### src/step_motor_cfg.svh
`ifndef STEP_MOTOR_CFG_SVH
`define STEP_MOTOR_CFG_SVH

// number of motor channels
`define SM_MOTOR_NBR 4

// clock-enable ring length in cycles, at least 4 and at least SM_MOTOR_NBR
`define SM_CLK_DIV 8

// entries in the shared acceleration table
`define SM_TABLE_DEPTH 512

// APB address width
`define SM_APB_AW 8

`endif

### src/motor_pkg.sv
`include "step_motor_cfg.svh"

package motor_pkg;

	typedef logic [15:0] step_cnt_t;
	typedef logic signed [15:0] pos_t;

	typedef struct packed {
		logic      start;	// one-cycle pulse
		logic      stop;	// one-cycle pulse
		logic      dir;
		logic [2:0] ms;
		logic      en;
		step_cnt_t steps;
	} motor_cmd_t;

	typedef struct packed {
		logic busy;
		pos_t position;
	} motor_stat_t;

	typedef struct packed {
		logic      drive;
		logic      dir;
		logic [2:0] ms;
		logic      en;
	} motor_pins_t;

	typedef enum logic [1:0] {IDLE, ACCEL, CRUISE, DECEL} chan_state_e;

	typedef struct packed {
		logic                  psel;
		logic                  penable;
		logic                  pwrite;
		logic [`SM_APB_AW-1:0] paddr;
		logic [31:0]           pwdata;
	} apb_req_t;

endpackage

### src/ramp_pkg.sv
`include "step_motor_cfg.svh"

package ramp_pkg;

	// step period in channel ticks
	typedef logic [15:0] spd_t;

	typedef logic [$clog2(`SM_TABLE_DEPTH)-1:0] spd_addr_t;

	typedef struct packed {
		logic      en;
		spd_addr_t addr;
	} spd_rd_req_t;

endpackage

### src/motor_channel.sv
`timescale 1ns/1ns

module motor_channel (
	input  logic                   clk,
	input  logic                   resetn,
	input  logic                   i_tick,
	input  motor_pkg::motor_cmd_t  i_cmd,
	input  ramp_pkg::spd_addr_t    i_last_addr,
	input  ramp_pkg::spd_t         i_rd_data,
	output ramp_pkg::spd_rd_req_t  o_rd_req,
	output motor_pkg::motor_stat_t o_stat,
	output motor_pkg::motor_pins_t o_pins
);
	motor_pkg::chan_state_e state_q;
	motor_pkg::chan_state_e nxt_state;
	motor_pkg::step_cnt_t steps_tgt;
	motor_pkg::step_cnt_t step_cnt;
	motor_pkg::step_cnt_t rem;
	motor_pkg::step_cnt_t mirror;
	motor_pkg::step_cnt_t last_ext;
	motor_pkg::step_cnt_t idx;
	motor_pkg::pos_t pos_q;
	ramp_pkg::spd_t tmr;
	ramp_pkg::spd_t period;
	ramp_pkg::spd_t cur_period;
	ramp_pkg::spd_rd_req_t rd_req_q;
	logic drive_q;
	logic halt_q;
	logic move_dir;
	logic busy;
	logic fire;

	assign busy = (state_q != motor_pkg::IDLE);
	assign cur_period = (tmr == 16'd1) ? i_rd_data : period;	// fresh entry on first tick
	assign fire = (tmr >= cur_period);
	assign rem = steps_tgt - step_cnt - 16'd1;	// steps left after this pulse
	assign mirror = rem - 16'd1;
	assign last_ext = motor_pkg::step_cnt_t'(i_last_addr);

	// ramp index is the smallest of steps done, steps to go and table end
	always_comb begin
		idx = step_cnt;
		if (mirror < idx)
			idx = mirror;
		if (last_ext < idx)
			idx = last_ext;
		if (idx == last_ext)
			nxt_state = motor_pkg::CRUISE;
		else if (step_cnt <= mirror)
			nxt_state = motor_pkg::ACCEL;
		else
			nxt_state = motor_pkg::DECEL;
	end

	always_ff @(posedge clk) begin
		if (!resetn) begin
			state_q <= motor_pkg::IDLE;
			steps_tgt <= '0;
			step_cnt <= '0;
			pos_q <= '0;
			tmr <= '0;
			period <= '0;
			rd_req_q <= '0;
			drive_q <= 1'b0;
			halt_q <= 1'b0;
			move_dir <= 1'b0;
		end else if (i_cmd.start && !busy && i_cmd.steps != '0) begin
			state_q <= motor_pkg::ACCEL;
			steps_tgt <= i_cmd.steps;
			step_cnt <= '0;
			tmr <= '1;	// first pulse on next tick
			rd_req_q <= '{en: 1'b1, addr: '0};
			halt_q <= 1'b0;
			move_dir <= i_cmd.dir;
		end else if (busy) begin
			if (i_cmd.stop)
				halt_q <= 1'b1;
			if (i_tick) begin
				if (halt_q) begin
					state_q <= motor_pkg::IDLE;	// after current pulse
					drive_q <= 1'b0;
					rd_req_q.en <= 1'b0;
					halt_q <= 1'b0;
				end else begin
					drive_q <= fire;
					if (tmr == 16'd1)
						period <= i_rd_data;
					if (fire) begin
						step_cnt <= step_cnt + 16'd1;
						pos_q <= move_dir ? pos_q + 16'sd1 : pos_q - 16'sd1;
						tmr <= 16'd1;
						if (rem == '0) begin
							halt_q <= 1'b1;	// last step
						end else begin
							state_q <= nxt_state;
							rd_req_q.addr <= ramp_pkg::spd_addr_t'(idx);
						end
					end else begin
						tmr <= tmr + 16'd1;
					end
				end
			end
		end
	end

	assign o_rd_req = rd_req_q;
	assign o_stat = '{busy: busy, position: pos_q};
	assign o_pins = '{
		drive: drive_q,
		dir:   busy ? move_dir : i_cmd.dir,
		ms:    i_cmd.ms,
		en:    i_cmd.en
	};

	a_no_drive_idle: assert property (@(posedge clk) disable iff (!resetn)
		state_q == motor_pkg::IDLE |-> !drive_q);

	a_steps_bounded: assert property (@(posedge clk) disable iff (!resetn)
		step_cnt <= steps_tgt);

endmodule

### config.mk
export PLATFORM = sky130hd
export DESIGN_NAME = motor_channel
export DESIGN_NICKNAME = d
export VERILOG_FILES = /design/src/motor_pkg.sv /design/src/ramp_pkg.sv /design/src/motor_channel.sv
export VERILOG_INCLUDE_DIRS = /design/src
export SDC_FILE = /design/constraint.sdc
export NUM_CORES = 1
export LEC_CHECK = 0
export BUFFER_PORTS_ARGS = -buffer_cell sky130_fd_sc_hd__buf_2
export CAP_MARGIN = 15
export CORE_MARGIN = 10
export CORE_UTILIZATION = 45
export CTS_CLUSTER_DIAMETER = 200
export DETAILED_ROUTE_END_ITERATION = 7
export GPL_ROUTABILITY_DRIVEN = 0
export GPL_TIMING_DRIVEN = 0
export PLACE_DENSITY = 0.74
export SYNTH_ARGS = -nofsm -noshare
export SYNTH_HDL_FRONTEND = slang
export SYNTH_SLANG_ARGS = --single-unit
### constraint.sdc
create_clock -name clk -period 19.5 [get_ports clk]
set_clock_uncertainty 0.15 [all_clocks]
set_input_delay 1.95 -clock clk [delete_from_list [all_inputs] [get_ports clk]]
set_output_delay 1.95 -clock clk [all_outputs]
set_load 0.005 [all_outputs]
Word-level counts from Yosys, hierarchy flattened
Cells that the tools add are included.
Cells by class
  bitwise operators: 4
  reductions and logical operators: 21
  muxes and demuxes: 31
  equal/unequal tests: 5
  $add $sub $neg: 7
  order comparisons: 4
Operators by type and width (number)
  $mux 16: 9
  $add 16x1->16 const B: 2
  $sub 16x1->16 const B: 2
  $mux 10: 3
  $mux 9: 3
  $add 16x2->16 const B: 1
  $eq 16x1->1 const B: 1
  $eq 16x9->1: 1
  $ge 16x16->1: 1
  $le 16x16->1: 1
  $logic_not 16->1: 1
  $lt 16x16->1: 1
  $lt 9x16->1: 1
  $reduce_and 4->1: 4
  $reduce_bool 16->1: 1
  $sub 16x16->16: 1
  $sub 16x2->16 const B: 1
  $mux 1: 11
  $mux 2: 5
  $reduce_and 5->1: 2
  $reduce_bool 2->1: 5
  $reduce_and 3->1: 3
  $not 1->1: 4
  $ne 3x3->1 const B: 1
  6 further kinds: 7
Storage, ports and cells
  input port bits: 51
  register bits: 95
  logic and storage cells: 84

Logic depth before layout (Yosys ltp)
  depth after elaboration: 15
  gate-level depth with buffers: 32
  depth with buffers taken out: 31

Worst setup path after synthesis
No wires, ideal clock.
  path kind: register -> register
  from: reg step_cnt[0]
  to: reg rd_req_q, in the netlist o_rd_req[1]
  required time: 19.235 ns
  data arrival time: 6.564 ns
  setup slack: 12.671 ns
  stages on the path, launching flop included: 30
  buffers on the path: 2
  library setup time: 0.115 ns
  path through: dfxtp_1 inv_1 ha_1 fa_1 a21o_1 a21boi_1 a211oi_2 or2_2 a311o_1 or3_1 or3_1 xor2_1 ha_1 nand4_1 nor4_1 o21ai_0 o211ai_1 and2_1 clkbuf_1 mux2_2 ha_1 o21a_1 nor2_1 o31a_1 a31oi_1 o211ai_1 o31ai_4 buf_6 mux2i_1 nand2_1
Between the ends
  cells in the longest elaborated chain, start to end: 7
RTL lines
  start, declared: RTL line motor_channel.sv:17  | motor_pkg::step_cnt_t step_cnt;
  start signal, assigned: RTL line motor_channel.sv:89  | step_cnt <= step_cnt + 16'd1;
  $sub 16x16->16: RTL line motor_channel.sv:36  | assign rem = steps_tgt - step_cnt - 16'd1;
  $sub 16x1->16: RTL line motor_channel.sv:36
  $sub 16x1->16: RTL line motor_channel.sv:37  | assign mirror = rem - 16'd1;
  $lt 16x16->1: RTL line motor_channel.sv:43  | if (mirror < idx)
  $mux 16: RTL line motor_channel.sv:43
  $lt 9x16->1: RTL line motor_channel.sv:45  | if (last_ext < idx)
  $mux 16: RTL line motor_channel.sv:45
  end signal, assigned: RTL line motor_channel.sv:72  | rd_req_q <= '{en: 1'b1, addr: '0};
  end, declared: RTL line motor_channel.sv:26  | ramp_pkg::spd_rd_req_t rd_req_q;
Several ways; a longest one is shown, not always the timed one.
A chain may end at the register's enable or synchronous reset.

Worst setup path in the final report
Ends and elaborated chain as after synthesis.

==> results.tsv <==
stage	metric	value	unit
outcome	status	complete, no violations	
clock_network	Hold-fix buffers, CTS	0	
drt	Final ANT Viol Nets	0	
setup_path	Max stage delay on crit path	0.60	ns
power	power per cell area	92.03	nW/um^2
logic_synthesis	Synth Register Bits	95	
grt	initial antenna violation count	0	
worst_hold_path	WHS Path Cells	2	
setup_path	slowest cell on the critical path	nor4_1	
clock_network	H-tree depth	3	
logic_synthesis	number of synthesized flops with an enable pin	0	
grt	pin count of the biggest net entering global routing	17	
power	Comb pwr share	0.455	
power	Clock power frac	0.238	
drt	router iterations before antenna repair	5	
floorplanning	IO Pins	84	
setup_path	Worst Setup End Kind	register	
logic_synthesis	Seq/Total Area, Yosys	0.2576	
floorplanning	Rows	46	
setup_path	FF-to-FF setup slack	11.11	ns
job	max_cap viols	0	
worst_hold_path	Hold WC Path Type	reg2reg	
worst_hold_path	Hold Path End	o_rd_req[6]	
grt	gr ovfl total	0	
logic_synthesis	mapped cell area	7382	um^2
logic_synthesis	Post-Syn Nets	1079	
clock_network	clk buf depth	2	
drt	initial DRC count	421	
floorplanning	initial core utilization	0.4614	
logic_synthesis	Ys Warns	0	
drt	DR vias	7181	
sta	Final Cycle Share	0.4301	
finish	Final Net Count	1169	
grt	vias in the first global route	6671	
clock_network	Worst-Skew Late Latency	0.36	ns
drt	number of vias per cell	5.686	
setup_path	worst-path maximum fanout	10	
clock_network	CTS clk-pin slew, worst paths	0.07	ns
finish	Util after Layout	0.5217	
setup_path	RR Startpoint	step_cnt[0]	
worst_hold_path	hold path startpoint	o_rd_req[6]	
sta	Final setup viols	0	
placement	DP HPWL	16180	um
finish	P&R area growth vs syn	13.07	%
setup_path	crit path kind	reg2reg	
logic_synthesis	Synth Flop Type	dfxtp_1	
drt	DRT Wirelength	20430	um
sta	count of final hold-check violations	0	
sta	RSZ-0062 raised after global routing	no	
setup_path	FF-to-FF End	o_rd_req[1]	
power	internal power	463.6	uW
setup_path	Reg2Reg Depth	32	
sta	Slew headroom	0.4380	
finish	ratio of cells with drive above 1 in the final layout	0.1127	
sta	Setup TNS Final	0	ns
setup_path	CP startpoint kind	register	
sta	FMAX	119.2	MHz
clock_network	# clock sinks	95	
sta	Final min period	8.387	ns
drt	DRC viols	0	
sta	Slew @ Worst Pin	0.8374	ns
finish	most common cell after layout, fill and taps aside	nand2_1	
sta	max-slew violation count	0	
clock_network	Root Driver	clkbuf_16	
logic_synthesis	synth unique cells	70	
power	Leak	0.003590	uW
power	Psw	304.5	uW
power	Worst VDD drop	0.05502	mV
grt	global-route wire length before repair	32890	um
clock_network	post-CTS setup buffer count	0	
clock_network	TritonCTS clock tree	built	
clock_network	Resize count post-CTS	0	
drt	WL per Instance	16.18	um
floorplanning	full die area	21930	um^2
logic_synthesis	Post-Synthesis Cells	952	
clock_network	CTS Buf Count	9	
floorplanning	Core ar.	16000	um^2
placement	# port buffers	79	
logic_synthesis	synthesized area per cell	7.754	um^2
grt	GRT Overall Usage	0.1806	
setup_path	critical path required time	19.59	ns
finish	commonest cells after routing, fill and taps aside	nand2_1, nor2_1, dfxtp_1, a21oi_1, buf_2	
logic_synthesis	ys async rst share	0	
setup_path	Arr. time, crit path	8.48	ns
floorplanning	Die Span Y	148.1	um
floorplanning	Die W	148.1	um
finish	Antenna Cells	0	
power	Seq pwr share	0.307	
power	Sw Ratio	0.3964	
registers in the layout, indices dropped and copies added (netlist names):
signal     flops
period        16
pos_q         16
step_cnt      16
steps_tgt     16
tmr           16
o_rd_req      10
state_q        2
drive_q        1
halt_q         1
move_dir       1
cell usage after synthesis (5+ instances only):
| library cell | instances | area, um^2 |
|---|---|---|
| o21ai_0 | 36 | 180.2 |
| nand4_1 | 9 | 56.30 |
| nand2b_1 | 6 | 37.54 |
| o21bai_1 | 5 | 37.54 |
| dfxtp_1 | 95 | 1902 |
| a211oi_1 | 22 | 165.2 |
| or3_1 | 9 | 56.30 |
| nor2_1 | 98 | 367.9 |
| mux2i_1 | 26 | 260.3 |
| nor3_1 | 31 | 155.2 |
| a31oi_1 | 18 | 112.6 |
| clkbuf_1 | 32 | 120.1 |
| nand4b_1 | 12 | 105.1 |
| or2_2 | 5 | 31.28 |
| o21a_1 | 7 | 52.55 |
| ha_1 | 74 | 925.9 |
| o21ai_1 | 5 | 25.02 |
| inv_1 | 32 | 120.1 |
| nand3_1 | 32 | 160.2 |
| nand2_1 | 104 | 390.4 |
| xor2_1 | 17 | 148.9 |
| xnor2_1 | 43 | 376.6 |
| and3_1 | 26 | 162.7 |
| nor4_1 | 14 | 87.58 |
| a21oi_1 | 82 | 410.4 |
| a211o_1 | 5 | 43.79 |
| a21o_1 | 13 | 97.59 |
| buf_4 | 7 | 52.55 |
| o211ai_1 | 9 | 67.56 |
cells by family after synthesis:
family	synth area share
fa+ha+maj	0.1308
xor+xnor	0.07119
flops	0.2576
compound gates	0.2112
buf+inv	0.04508
mux	0.03983
simple gates	0.2442
through the flow:
stage / instances / power [uW] / area (um^2) / setup WS (ns) / hold slack, ns
2_1_floorplan: 952 / 502.5 / 7382 / 12.67 / 0.2853
3_3_place_gp: 1247 / 580.2 / 8048 / 11.26 / 0.2868
3_5_place_dp: 1247 / 584.9 / 8048 / 11.24 / 0.2893
4_1_cts: 1263 / 770.3 / 8347 / 11.22 / 0.2984
5_1_grt: 1263 / 821.4 / 8347 / 10.49 / 0.3382
6_report: 1263 / 768.1 / 8347 / 11.11 / 0.2961
power by group through the flow:
stage | sequential [uW] | combinational [uW] | clock [uW]
global route | 238 | 391 | 192
CTS | 235 | 349 | 187
detailed placement | 239 | 346 | 0
floorplan | 235 | 268 | 0
global placement | 238 | 342 | 0
finish | 236 | 350 | 183
layout make-up:
class	count	area (um^2)
flip-flops and latches	95	1902
multi-input cells	780	5147
plain buffers	43	205.2
clock inverters	5	56.30
inverters	34	127.6
clock buffers	11	242.7
well taps	216	270.3
repair buffers	79	395.4
fillers	1586	7654
worst max-delay path, delay by kind of cell, from the launching register on:
family,cells,cell delay [ns]
buffers and inverters,3,0.69
flip-flops,1,0.44
adder cells (fa/ha/maj),4,1.19
AO/OA/AOI/OAI,12,2.75
multiplexers,1,0.21
AND/OR/NAND/NOR,11,2.67
XOR/XNOR,1,0.15
per-layer routing:
metal	share of wire	vias up	track usage
met1	0.46	3305	0.2285
met4	0.021	0	0.05897
met2	0.47	199	0.3007
met5	0	-	0
met3	0.056	26	0.03550
li1	-	3651	-
worst max path at each step:
stage	cells past startpoint	from	endpoint
finish	32	step_cnt[0]	o_rd_req[1]
global route	32	step_cnt[0]	o_rd_req[1]
CTS	29	step_cnt[0]	o_rd_req[1]
detailed placement	29	step_cnt[0]	o_rd_req[4]
global placement	29	step_cnt[0]	o_rd_req[1]
floorplan	29	step_cnt[0]	o_rd_req[1]
Note: power is estimated with default switching activity, not from simulation.
