[config.mk]
export PLATFORM = sky130hd
export DESIGN_NAME = apb_motor_regs
export DESIGN_NICKNAME = d
export VERILOG_FILES = /design/src/motor_pkg.sv /design/src/ramp_pkg.sv /design/src/apb_motor_regs.sv
export VERILOG_INCLUDE_DIRS = /design/src
export SDC_FILE = /design/constraint.sdc
export NUM_CORES = 1
export LEC_CHECK = 0
export BUFFER_PORTS_ARGS = -buffer_cell sky130_fd_sc_hd__buf_2
export CORE_MARGIN = 4
export CORE_UTILIZATION = 25
export DETAILED_ROUTE_END_ITERATION = 8
export SETUP_SLACK_MARGIN = 0.2
export SYNTH_ARGS = -nofsm -noshare
export SYNTH_HDL_FRONTEND = slang
export SYNTH_SLANG_ARGS = --single-unit
[constraint.sdc]
create_clock -name clk -period 7.5 [get_ports clk]
set_clock_uncertainty 0.2 [all_clocks]
set_input_delay 0 -clock clk [delete_from_list [all_inputs] [get_ports clk]]
set_output_delay 0 -clock clk [all_outputs]
set_load 0.01 [all_outputs]
[src/step_motor_cfg.svh]
`ifndef STEP_MOTOR_CFG_SVH
`define STEP_MOTOR_CFG_SVH

// number of motor channels
`define SM_MOTOR_NBR 4

// clock-enable ring length in cycles, at least 4 and at least SM_MOTOR_NBR
`define SM_CLK_DIV 8

// entries in the shared acceleration table
`define SM_TABLE_DEPTH 512

// APB address width
`define SM_APB_AW 8

`endif

[src/motor_pkg.sv]
`include "step_motor_cfg.svh"

package motor_pkg;

	typedef logic [15:0] step_cnt_t;
	typedef logic signed [15:0] pos_t;

	typedef struct packed {
		logic      start;	// one-cycle pulse
		logic      stop;	// one-cycle pulse
		logic      dir;
		logic [2:0] ms;
		logic      en;
		step_cnt_t steps;
	} motor_cmd_t;

	typedef struct packed {
		logic busy;
		pos_t position;
	} motor_stat_t;

	typedef struct packed {
		logic      drive;
		logic      dir;
		logic [2:0] ms;
		logic      en;
	} motor_pins_t;

	typedef enum logic [1:0] {IDLE, ACCEL, CRUISE, DECEL} chan_state_e;

	typedef struct packed {
		logic                  psel;
		logic                  penable;
		logic                  pwrite;
		logic [`SM_APB_AW-1:0] paddr;
		logic [31:0]           pwdata;
	} apb_req_t;

endpackage

[src/ramp_pkg.sv]
`include "step_motor_cfg.svh"

package ramp_pkg;

	// step period in channel ticks
	typedef logic [15:0] spd_t;

	typedef logic [$clog2(`SM_TABLE_DEPTH)-1:0] spd_addr_t;

	typedef struct packed {
		logic      en;
		spd_addr_t addr;
	} spd_rd_req_t;

endpackage

[src/apb_motor_regs.sv]
`timescale 1ns/1ns
`include "step_motor_cfg.svh"

module apb_motor_regs (
	input  logic                   clk,
	input  logic                   resetn,
	input  motor_pkg::apb_req_t    i_apb,
	output logic [31:0]            o_prdata,
	output logic                   o_pslverr,
	input  motor_pkg::motor_stat_t i_stat [`SM_MOTOR_NBR],
	output motor_pkg::motor_cmd_t  o_cmd [`SM_MOTOR_NBR],
	output logic                   o_tbl_rewind,
	output logic                   o_tbl_wr_en,
	output ramp_pkg::spd_t         o_tbl_data
);
	localparam int unsigned nbr = `SM_MOTOR_NBR;

	motor_pkg::step_cnt_t steps_q [nbr];
	logic [2:0] ms_q [nbr];
	logic [nbr-1:0] hit;
	logic [nbr-1:0] en_q;
	logic [nbr-1:0] dir_q;
	logic [nbr-1:0] start_q;
	logic [nbr-1:0] stop_q;
	logic [`SM_APB_AW-5:0] region;
	logic [3:0] offs;
	logic access;
	logic wr;
	logic err;
	logic any_busy;

	assign region = i_apb.paddr[`SM_APB_AW-1:4];	// 0 is the table, m+1 is motor m
	assign offs = i_apb.paddr[3:0];
	assign access = i_apb.psel & i_apb.penable;	// no wait states
	assign wr = access & i_apb.pwrite & ~err;

	always_comb begin
		any_busy = 1'b0;
		for (int m = 0; m < nbr; m++) begin
			hit[m] = (32'(region) == m + 1);
			any_busy |= i_stat[m].busy;
		end
	end

	always_comb begin
		err = 1'b0;
		if (offs[1:0] != 2'b00)
			err = 1'b1;
		else if (region == '0)
			err = offs[3] | (i_apb.pwrite & any_busy);	// table locked while moving
		else if (hit == '0)
			err = 1'b1;
	end

	assign o_pslverr = access & err;

	always_comb begin
		o_prdata = '0;
		for (int m = 0; m < nbr; m++) begin
			if (hit[m]) begin
				case (offs)
					4'h0: o_prdata = {16'b0, steps_q[m]};
					4'h4: o_prdata = {27'b0, ms_q[m], dir_q[m], en_q[m]};
					4'hC: o_prdata = {15'b0, i_stat[m].busy, i_stat[m].position};
					default: ;
				endcase
			end
		end
	end

	always_ff @(posedge clk) begin
		if (!resetn) begin
			o_tbl_rewind <= 1'b0;
			o_tbl_wr_en <= 1'b0;
			en_q <= '0;
			dir_q <= '0;
			start_q <= '0;
			stop_q <= '0;
			for (int m = 0; m < nbr; m++) begin
				steps_q[m] <= '0;
				ms_q[m] <= '0;
			end
		end else begin
			o_tbl_rewind <= wr && region == '0 && offs == 4'h0;
			o_tbl_wr_en <= wr && region == '0 && offs == 4'h4;
			for (int m = 0; m < nbr; m++) begin
				start_q[m] <= wr && hit[m] && offs == 4'h8 && i_apb.pwdata[0];	// pulse
				stop_q[m] <= wr && hit[m] && offs == 4'h8 && i_apb.pwdata[1];
				if (wr && hit[m] && offs == 4'h0)
					steps_q[m] <= i_apb.pwdata[15:0];
				if (wr && hit[m] && offs == 4'h4) begin
					en_q[m] <= i_apb.pwdata[0];
					dir_q[m] <= i_apb.pwdata[1];
					ms_q[m] <= i_apb.pwdata[4:2];
				end
			end
		end
	end

	always_ff @(posedge clk) begin
		if (wr && region == '0 && offs == 4'h4)
			o_tbl_data <= i_apb.pwdata[15:0];
	end

	always_comb begin
		for (int m = 0; m < nbr; m++) begin
			o_cmd[m] = '{
				start: start_q[m],
				stop:  stop_q[m],
				dir:   dir_q[m],
				ms:    ms_q[m],
				en:    en_q[m],
				steps: steps_q[m]
			};
		end
	end

	a_penable_needs_psel: assert property (@(posedge clk) disable iff (!resetn)
		i_apb.penable |-> i_apb.psel);

endmodule

* Word level (Yosys, flattened, before mapping)
Memory sizes are Yosys's and may differ from the RTL's. Index checks and enable logic that the tools add are counted.
Storage, ports and cells: bits in registers 34, output and inout port bits 143, memories kept 2, logic and storage cells 115, bits in writable memories 76
Operators by class: reduce and logical (&&, ||, !) cells 31, muxes and demuxes 44, equal/unequal tests 7, bitwise gates (word level) 18
Memory list:
- steps_q | depth 4, width 16, read ports 4, clocked after Yosys merged registers in 0, write ports 4, line apb_motor_regs.sv:18 | motor_pkg::step_cnt_t steps_q [nbr];
- ms_q | depth 4, width 3, read ports 4, clocked after Yosys merged registers in 0, write ports 4, line apb_motor_regs.sv:19 | logic [2:0] ms_q [nbr];
Operators with widths (number):
- $pmux 32 s3 | 3
- $mux 32 | 3
- $mux 16 | 4
- $pmux 17 s3 | 1
- $mux 1 | 28
- $logic_and 1x1->1 | 27
- $mux 17 | 1
- $logic_not 4->1 | 3
- $mux 3 | 4
- $or 1x1->1 | 12
- $eq 4x2->1 const B | 2
- $eq 4x3->1 const B | 2
- $eq 4x4->1 const B | 2
- $and 1x1->1 | 5
- $eq 4x1->1 const B | 1
- $reduce_bool 2->1 | 1
- $not 1->1 | 1

* Longest topological paths before layout
Gate-level depths: netlist of run 1.
depth after elaboration 15, mapped depth 7

* Worst setup path after synthesis of run 1
OpenSTA, ideal clock, no wires.
path type input port to flip-flop, start point in i_apb[35] (netlist bit), end point mem steps_q[0][0] (netlist bit), enable pin, stages on the path 6, path buffers 2, slack 5.118 ns, data arrival time 1.810 ns, cell sequence buf_2 or4_4 nor4_4 nand4b_4 buf_6 nand2_1
RTL lines:
- from (decl) | line apb_motor_regs.sv:7 | input motor_pkg::apb_req_t i_apb,
- to (decl) | line apb_motor_regs.sv:18

* Worst setup path in the final report of run 1
start point in i_apb[38] (netlist bit), end point out o_prdata[4]
On the way: cells in the longest elaborated chain, start to end 8, elaborated cells between the ends (all ways) 11, those cells by class eq/ne: 4; mux: 7
Ends and longest elaborated chain:
- $eq 4x1->1 | line apb_motor_regs.sv:40 | hit[m] = (32'(region) == m + 1);
- $mux 17 | line apb_motor_regs.sv:60 | if (hit[m]) begin
- $pmux 32 s3 | line apb_motor_regs.sv:61 | case (offs)
- $mux 32 | line apb_motor_regs.sv:60
- $pmux 32 s3 | line apb_motor_regs.sv:61
- $mux 32 | line apb_motor_regs.sv:60
- $pmux 32 s3 | line apb_motor_regs.sv:61
- $mux 32 (*) | line apb_motor_regs.sv:60
- to (decl) | line apb_motor_regs.sv:8 | output logic [31:0] o_prdata,
Every way passes the cells marked *; elsewhere a longest branch is shown, timed or not.

==> impl_metrics.py, run 1 <==
metrics = {
    "outcome": {
        "outcome": "complete, no violations",
    },
    "min_path": {
        "hold_path.class": "in2reg",
    },
    "worst_setup_path": {
        "crit_path_frequent_cell": "buf_2",
        "regToRegSetupSlack_ns": 6.66,
        "worst-path-max-fanout": 15,
        "slowest_delay_ns": 0.70,
        "crit_path_start": "i_apb[38]",
        "r2r_end": "en_q[1]",
        "worstSetupEndpointType": "output port",
        "start_kind": "input port",
        "r2r_start": "en_q[1]",
        "worst_path_max_delay_cell": "nor4b_1",
        "crit_chain": "dlygate4sd3_1 -> buf_2 -> nor4b_1 -> nand2_1 -> o22ai_1 -> o2111a_1 -> buf_2",
        "cp.required_ns": 7.30,
        "rr_worst_depth": 2,
        "cp.arrival_ns": 2.87,
        "critical_path_class": "in2out",
        "crit_end": "o_prdata[4]",
    },
    "clock_tree": {
        "cts_tree": "done",
        "cts.sinks": 110,
        "cts_max_path_buffers": 2,
        "cts_resized": 0,
        "clk_latency_ns": 0.34,
        "postCtsHoldBufs": 19,
        "post-cts-setup-buffers": 0,
        "cts_buffers": 9,
        "cts_root_buf": "clkbuf_16",
        "h-tree-depth": 3,
        "clk_pin_slew_ns": 0.07,
    },
    "timing": {
        "setup_violations": 0,
        "rsz0062_at_grt": "false",
        "max-slew-margin-rel_pct": 23.91,
        "min_period_ns": 3.067,
        "setup_ws_ns": 4.433,
        "worst_pin_slew_ns": 1.140,
        "drv_slew": 0,
        "hold_viol_final": 0,
        "hold_slack_ns": 0.02409,
        "fin_setup_tns_ns": 0,
        "fmax_mhz": 326.1,
        "period_share_pct": 40.89,
    },
    "synth": {
        "yosys.area.top_type_share_pct": 49.16,
        "synth_edf_count": 92,
        "yosysSeqAreaShare_pct": 55.58,
        "synthAdderAreaFrac_pct": 0,
        "async_flop_share_pct": 0,
        "synthTopCellsByCount": "nor2_1, edfxtp_1, nand2_1",
        "synthSimpleGateAreaFrac_pct": 20.49,
        "syn_inst": 544,
        "synth_cell_types": 48,
        "synth.most_common_cell": "nor2_1",
        "synthMuxAreaShare_pct": 3.429,
        "syn_area_um2": 5619,
        "yosysTopAreaCell": "edfxtp_1",
        "postSynthAreaPerCell_um2": 10.33,
        "synth-compound-area-share_pct": 15.14,
        "synth_seq_cells": 110,
        "synth-xor-area-share_pct": 0,
        "synth_area_leaders": "edfxtp_1, nor2_1, dfxtp_1",
        "ys.flop_type": "edfxtp_1",
        "synth_top_family_by_area": "simple AND/OR/NAND/NOR gates",
        "yosys_warnings": 0,
    },
    "placed_design": {
        "gp_congestion": 0.8740,
        "placed_area_um2": 6878,
        "portBuffers": 224,
        "dpl.cell_count": 1012,
        "dp_hpwl_um": 16070,
        "post-place-ws_ns": 4.247,
    },
    "grt": {
        "grt_use_total_pct": 15.88,
        "antenna_found_initial": 2,
        "grt_pass1_vias": 4804,
        "overflow": 0,
        "grt_max_degree": 74,
        "grt_pass1_wl_um": 29520,
    },
    "die": {
        "die-area_um2": 24940,
        "core_um2": 21960,
        "rows": 54,
        "initial_utilization_pct": 25.59,
        "io_pins": 256,
        "die_w_um": 157.9,
        "fp.dieH_um": 157.9,
    },
    "routing": {
        "firstDrtPassIters": 5,
        "via_per_inst": 4.759,
        "drc": 0,
        "drt_iter0_drc": 406,
        "num_vias": 4983,
        "post_drt_wl_per_cell_um": 19.81,
        "wl_um": 20750,
        "ant_nets": 0,
    },
    "layout": {
        "multiInputGateArea_um2": 2253,
        "seqCellArea_um2": 3123,
        "layout-drive-gt1-share_pct": 35.98,
        "fill_cells": 2247,
        "fin_nets": 875,
        "syn_to_final_growth_pct": 31.89,
        "fin_cells": 1047,
        "final_area_um2": 7411,
        "fin_util_pct": 33.75,
        "antennaDiodeCount": 0,
    },
    "pwr": {
        "vdd_ir_drop_max_v": 0.0001297,
        "p_leak_nw": 2.964,
        "total_power_mw": 1.405,
        "p_per_area_nw_per_um2": 189.6,
    },
    "run": {
        "maxCapViolations": 0,
    },
}
-- per-layer routing --
| metal | GRT usage (%) | wire length [µm] | up-vias |
|---|---|---|---|
| met5 | 0 | 33 | - |
| met4 | 4.383 | 386 | 4 |
| met3 | 4.675 | 1547 | 25 |
| met2 | 26.39 | 10210 | 180 |
| met1 | 20.18 | 8568 | 2378 |
| li1 | - | - | 2396 |
-- worst min path at each step --
stage / startpoint / end / cells past startpoint
4_1_cts: i_apb[33] / o_tbl_rewind / 4
2_1_floorplan: i_apb[0] / o_tbl_data[0] / 0
3_3_place_gp: i_apb[11] / o_tbl_data[11] / 1
5_1_grt: i_apb[33] / o_tbl_rewind / 4
6_report: i_apb[33] / o_tbl_rewind / 4
3_5_place_dp: i_apb[11] / o_tbl_data[11] / 1
-- sequential cells by signal, summed over array words and instances, names as in the netlist --
register,count
ms_q,12
o_tbl_data,16
start_q,4
en_q,4
o_tbl_wr_en,1
dir_q,4
o_tbl_rewind,1
steps_q,64
stop_q,4
-- cell usage in the layout (no fill, tap or decap), types with 12 or more instances in the layout --
| master | count |
|---|---|
| buf_2 | 224 |
| nor2_1 | 100 |
| edfxtp_1 | 92 |
| nand2_1 | 72 |
| a22oi_1 | 32 |
| o21ai_0 | 30 |
| dlygate4sd3_1 | 19 |
| o22ai_1 | 18 |
| dfxtp_1 | 18 |
| a21oi_1 | 17 |
| conb_1 | 15 |
| nand3_1 | 12 |
-- report_power, final --
| part | leakage, nW | internal, mW | switching [mW] |
|---|---|---|---|
| clock network | 0.162 | 0.301 | 0.236 |
| registers | 1.01 | 0.681 | 0.0137 |
| logic | 1.79 | 0.0667 | 0.106 |
-- worst max-delay path, delay by kind of cell --
family / cells / cell delay (ns)
AOI/OAI and AO/OA: 2 / 0.66
and+or+nand+nor: 2 / 1.29
buffers and inverters: 3 / 0.90
-- cell families (layout without fill, tap and decap cells) --
logic type      Yosys count  after routing
buf+inv                  55            264
mux                      18             18
simple gates            234            234
other cells               1             15
compound gates          126            126
flops                   110            110
-- layout make-up --
class                           instances  area share, %
Sequential cell                       110          42.14
Multi-Input combinational cell        393          30.41
Timing Repair Buffer                  246          18.00
Tap cell                              280          4.727
Clock buffer                            9          3.039
Clock inverter                          7          1.587
Inverter                                2         0.1013
Power figures use the tool's default switching activity.
==> inputs of run 2 (changes only) <==
clock period = 2.6 ns   (was 7.5 ns; I/O delays follow)
==> run 2 against run 1 <==
Compared with the run above:
- setup slack worse by 3.9 ns
- die area stayed put
- critical path depth is 1 lower
- non-clock buffer count is 24 higher
- clock power grew to 2.5 times the previous value
- flip-flop and latch count stayed put
- via count is 2.2% higher
- final cell count is 2.4% higher
- sequential share of layout area is 0.78 points lower
- combinational power grew to 3.0 times the previous value
- power grew to 2.8 times the previous value
- largest cell class unchanged
- highest routed layer unchanged
==> impl_metrics.py, run 2 (same netlist as run 1, synthesis figures left out) <==
metrics = {
    "worst_setup_path": {
        "cp.arrival_ns": 1.90,
        "worst-path-max-fanout": 17,
        "crit_chain": "buf_2 -> or3b_2 -> a21oi_2 -> o211ai_1 -> a21oi_1 -> buf_2",
        "path_buf_inv": 2,
        "slowest_delay_ns": 0.51,
        "path_delay_family": "compound AO/OA/AOI/OAI gates",
        "worstSetupEndpointType": "output port",
        "worst_path_max_delay_cell": "or3b_2",
        "cp.required_ns": 2.40,
        "critical_path_class": "in2out",
        "start_kind": "input port",
        "crit_path_frequent_cell": "buf_2",
    },
    "layout": {
        "final_area_um2": 7551,
        "fin_cells": 1072,
        "fin_nets": 899,
        "fill_cells": 2295,
        "top_regs": "steps_q (64), o_tbl_data (16), ms_q (12)",
        "fin_util_pct": 34.39,
        "syn_to_final_growth_pct": 34.38,
        "top_register": "steps_q",
        "layout_commonest_cell": "buf_2",
        "final_cell_mix": "buf_2, nor2_1, edfxtp_1",
        "largest_reg_flops": 64,
        "layout-drive-gt1-share_pct": 37.55,
    },
    "clock_tree": {
        "cts_buffers": 9,
        "cts_root_buf": "clkbuf_16",
        "h-tree-depth": 3,
        "post-cts-setup-buffers": 0,
        "cts.sinks": 110,
        "cts_tree": "done",
        "postCtsHoldBufs": 20,
        "clk_latency_ns": 0.36,
        "clk_pin_slew_ns": 0.07,
        "cts_resized": 0,
        "cts_max_path_buffers": 2,
    },
    "die": {
        "initial_utilization_pct": 25.59,
        "die_w_um": 157.9,
        "fp.dieH_um": 157.9,
        "core_um2": 21960,
        "die-area_um2": 24940,
        "rows": 54,
        "io_pins": 256,
    },
    "timing": {
        "max-slew-margin-rel_pct": 45.69,
        "fin_setup_tns_ns": 0,
        "rsz0062_at_grt": "false",
        "min_period_ns": 2.099,
        "fmax_mhz": 476.3,
        "hold_viol_final": 0,
        "hold_slack_ns": 0.01840,
        "setup_violations": 0,
        "drv_slew": 0,
        "period_share_pct": 80.74,
        "worst_pin_slew_ns": 0.8111,
    },
    "routing": {
        "firstDrtPassIters": 5,
        "drt_iter0_drc": 470,
        "wl_um": 21170,
        "drc": 0,
        "via_per_inst": 4.753,
        "ant_nets": 0,
        "num_vias": 5095,
        "post_drt_wl_per_cell_um": 19.75,
    },
    "grt": {
        "grt_pass1_wl_um": 30100,
        "grt_max_degree": 55,
        "overflow": 0,
        "grt_pass1_vias": 4857,
        "antenna_found_initial": 3,
        "grt_use_total_pct": 16.24,
    },
    "pwr": {
        "power.internal_mw": 2.883,
        "pwr-share-seq_pct": 51.8,
        "power_frac_clock_pct": 34.8,
        "vdd_ir_drop_max_v": 0.0002714,
        "pwr-share-comb_pct": 13.4,
        "p_per_area_nw_per_um2": 512.1,
        "p_leak_nw": 3.063,
        "switching_power_mw": 0.9838,
        "netSwitchingFraction_pct": 25.44,
    },
    "placed_design": {
        "dp_hpwl_um": 16660,
        "portBuffers": 224,
        "dpl.cell_count": 1035,
        "placed_area_um2": 7063,
        "gp_congestion": 0.8969,
    },
    "outcome": {
        "outcome": "complete, no violations",
    },
    "min_path": {
        "hold_path.class": "in2reg",
    },
    "run": {
        "maxCapViolations": 0,
    },
}
[run 2: cell types whose count changed in the layout (fill, tap and decap cells not counted), moves of 2 or more]
cell / previous run / this run
clkinv_2: 0 / 2
clkinv_8: 2 / 0
clkbuf_1: 0 / 2
bufinv_16: 2 / 0
buf_4: 3 / 25
[run 2: power by group through the flow]
stage	Combinational, mW	Sequential (mW)	Clock, mW
floorplan	0.235	2.07	0
global placement	0.493	2.04	0
detailed placement	0.496	2.04	0
CTS	0.520	2.00	1.38
global route	0.565	2.01	1.45
finish	0.518	2.00	1.35
[run 2: worst paths after layout]
check | startpoint | endpoint | cells after the start | slack, ns
worst min-delay path | i_apb[38] | o_tbl_rewind | 3 | 0.02
worst min register to register | dir_q[3] | dir_q[3] | 2 | 0.27
worst max-delay path | i_apb[36] | o_prdata[5] | 6 | 0.50
worst max register to register | en_q[2] | en_q[2] | 2 | 1.78
[run 2: tightest hold or removal path: cells and delay by family]
family,cells,cell delay (ns)
buffers and inverters,1,0.23
and+or+nand+nor,2,0.30
[run 2: layout make-up]
cell class	instances	area (µm²)	share of cell area, %
Sequential cell	110	3123	41.36
Clock inverter	4	27.53	0.3645
Clock buffer	12	257.7	3.413
Inverter	2	7.507	0.09942
Timing Repair Buffer	270	1529	20.25
Tap cell	280	350.3	4.640
Multi-Input combinational cell	393	2253	29.84
Antenna cell	1	2.502	0.03314
[run 2: metal layers]
metal  track usage [%]  routed length, µm
met1             21.04               9177
met2             27.08              10390
met3             3.308               1161
met4             5.490                412
met5                 0                 26
[run 2: through the flow]
| step | worst slack (ns) | power, mW |
|---|---|---|
| CTS | 0.4781 | 3.900 |
| global route | 0.3440 | 4.028 |
| finish | 0.5007 | 3.867 |
| floorplan | 0.2183 | 2.301 |
| detailed placement | 0.4783 | 2.540 |
| global placement | 0.5207 | 2.535 |
==> inputs of run 3 (changes only) <==
ABC_AREA = 1   (was default)
clock period = 2 ns   (was 2.6 ns; I/O delays follow)
==> run 3 against run 2 <==
Compared with the run above:
- the flow now finishes with violations (hold timing)
- die area decreased by 1.6%
- via count increased by 4.6%
- critical path depth unchanged
- largest cell class unchanged
- cell area increased by 3.0%
- register-to-register slack got worse by 0.58 ns
- final cell count increased by 9.6%
- clock power increased by 38%
- critical path type is now in2reg
==> impl_metrics.py, run 3 <==
metrics = {
    "clock_tree": {
        "h-tree-depth": 3,
        "clk_latency_ns": 0.35,
        "cts.sinks": 110,
        "cts_max_path_buffers": 2,
        "cts_tree": "done",
        "clk_pin_slew_ns": 0.07,
        "cts_buffers": 9,
        "postCtsHoldBufs": 26,
        "cts_root_buf": "clkbuf_16",
    },
    "worst_setup_path": {
        "r2r_end": "dir_q[2]",
        "start_kind": "input port",
        "rr_worst_depth": 2,
        "worstSetupEndpointType": "flop",
        "r2r_start": "dir_q[2]",
        "cp.required_ns": 2.10,
        "regToRegSetupSlack_ns": 1.20,
        "cp.arrival_ns": 1.90,
        "worst-path-max-fanout": 5,
        "critical_path_class": "in2reg",
    },
    "timing": {
        "max-slew-margin-rel_pct": 63.44,
        "period_share_pct": 89.94,
        "setup_ws_ns": 0.2013,
        "fin_setup_tns_ns": 0,
        "min_period_ns": 1.799,
        "drv_slew": 0,
        "fmax_mhz": 556.0,
        "rsz0062_at_grt": "true",
        "hold_slack_ns": -0.04749,
        "setup_violations": 0,
        "hold_viol_final": 8,
        "worst_pin_slew_ns": 0.5483,
    },
    "grt": {
        "grt_use_total_pct": 16.44,
        "antenna_found_initial": 0,
        "grt_pass1_wl_um": 30190,
        "grt_pass1_vias": 5127,
        "grt_max_degree": 69,
        "overflow": 0,
    },
    "synth": {
        "yosysSeqAreaShare_pct": 56.53,
        "synthTopCellsByCount": "nand2_1, nor2_1, edfxtp_1",
        "synth-xor-area-share_pct": 0,
        "ys.flop_type": "edfxtp_1",
        "async_flop_share_pct": 0,
        "synthAdderAreaFrac_pct": 0,
        "yosysTopAreaCell": "edfxtp_1",
        "yosys_warnings": 0,
        "yosys.area.top_type_share_pct": 50.01,
        "syn_inst": 627,
        "synth.most_common_cell": "nand2_1",
        "synth_cell_types": 26,
        "synthSimpleGateAreaFrac_pct": 32.55,
        "postSynthAreaPerCell_um2": 8.810,
        "synth_area_leaders": "edfxtp_1, nand2_1, nor2_1",
        "synth-compound-area-share_pct": 3.896,
        "synth_edf_count": 92,
        "synthMuxAreaShare_pct": 0,
        "synth_top_family_by_area": "simple AND/OR/NAND/NOR gates",
        "syn_area_um2": 5524,
        "synth_seq_cells": 110,
    },
    "pwr": {
        "power_frac_clock_pct": 37.1,
        "p_per_area_nw_per_um2": 645.4,
        "pwr-share-seq_pct": 52.0,
        "power.internal_mw": 3.759,
        "netSwitchingFraction_pct": 25.14,
        "vdd_ir_drop_max_v": 0.0003357,
        "total_power_mw": 5.021,
        "switching_power_mw": 1.263,
        "pwr-share-comb_pct": 10.8,
        "p_leak_nw": 3.500,
    },
    "min_path": {
        "holdPathStages": 5,
        "hold_path.class": "in2reg",
        "hp-start": "i_apb[35]",
        "hold_end": "dir_q[2]",
    },
    "run": {
        "maxCapViolations": 0,
    },
    "layout": {
        "top_register": "steps_q",
        "multiInputGateArea_um2": 2100,
        "final_cell_mix": "nand2_1, buf_2, nor2_1",
        "seqCellArea_um2": 3123,
        "layout_commonest_cell": "nand2_1",
        "syn_to_final_growth_pct": 40.84,
        "layout-drive-gt1-share_pct": 33.18,
        "fin_util_pct": 35.76,
        "largest_reg_flops": 64,
        "top_regs": "steps_q (64), o_tbl_data (16), ms_q (12)",
        "fin_nets": 1003,
        "antennaDiodeCount": 0,
        "fill_cells": 2246,
    },
    "outcome": {
        "outcome": "finished, violations left",
        "violations": "hold timing",
    },
    "placed_design": {
        "post-place-ws_ns": 0.06237,
        "gp_congestion": 0.8402,
        "dp_hpwl_um": 15030,
        "portBuffers": 224,
    },
    "die": {
        "io_pins": 256,
        "rows": 54,
        "initial_utilization_pct": 25.39,
        "die-area_um2": 24540,
        "core_um2": 21760,
        "die_w_um": 156.6,
        "fp.dieH_um": 156.6,
    },
    "routing": {
        "firstDrtPassIters": 4,
        "num_vias": 5327,
        "wl_um": 21490,
        "via_per_inst": 4.534,
        "post_drt_wl_per_cell_um": 18.29,
        "ant_nets": 0,
        "drc": 0,
        "drt_iter0_drc": 381,
    },
}
run 3: changes by cell type after synthesis, moves of 19 or more:
| cell | previous run | this run |
|---|---|---|
| clkbuf_1 | 28 | 9 |
| nand4_1 | 0 | 21 |
| nand3_1 | 12 | 38 |
| a22oi_1 | 32 | 0 |
| inv_1 | 2 | 28 |
| o21ai_0 | 30 | 1 |
| nand2_1 | 72 | 224 |
run 3: metal layers:
metal | wire length, µm | vias up | global-route usage [%]
met2 | 10730 | 232 | 28.25
met4 | 521 | 0 | 5.496
met1 | 8918 | 2483 | 20.95
li1 | - | 2580 | -
met3 | 1320 | 32 | 2.821
met5 | 0 | - | 0
run 3: per-stage QoR:
step | cells | instance area (µm²)
global route | 1175 | 7780
detailed placement | 1127 | 7104
finish | 1175 | 7780
CTS | 1169 | 7664
floorplan | 641 | 5590
global placement | 1127 | 7104
run 3: power by group through the flow:
stage	sequential [mW]	combinational (mW)	clock, mW
after floorplan	2.69	0.189	0
after global placement	2.67	0.497	0
after detailed placement	2.66	0.498	0
after CTS	2.61	0.531	1.90
after global routing	2.62	0.594	1.99
final	2.61	0.544	1.86
run 3: what timing repair did:
action / 4_1_cts / 5_1_grt
buffers inserted: 0 / 4
endpoints found under the hold margin: 102 / 3
gates resized for setup: 0 / 7
endpoints found under the setup margin: 0 / 22
run 3: layout make-up:
class                   instances  share of cell area (%)
flip-flops and latches        110                   40.14
multi-input cells             456                   26.99
repair buffers                282                   22.98
well taps                     280                   4.503
clock buffers                  10                   2.943
inverters                      31                   1.544
clock inverters                 6                  0.9006
run 3: logic make-up (layout without fill, tap and decap cells):
| logic type | Yosys count | in the layout |
|---|---|---|
| AO/OA/AOI/OAI | 28 | 28 |
| buffers and inverters | 75 | 329 |
| flip-flops | 110 | 110 |
| other | 1 | 15 |
| AND/OR/NAND/NOR | 413 | 413 |
run 3: worst max-delay path by stage:
stage,cells after the start,endpoint,from
detailed placement,8,ms_q[1][2],i_apb[36]
floorplan,7,steps_q[0][0],i_apb[39]
CTS,6,start_q[3],i_apb[34]
finish,6,o_tbl_rewind,i_apb[33]
global placement,8,ms_q[1][0],i_apb[36]
global route,6,o_tbl_rewind,i_apb[33]
run 3: critical path: stages:
cell	delay (ns)
buf_2	0.10
nor2_2	0.19
nand2_1	0.12
dlygate4sd3_1	0.60
nor4_2	0.30
dlygate4sd3_1	0.59
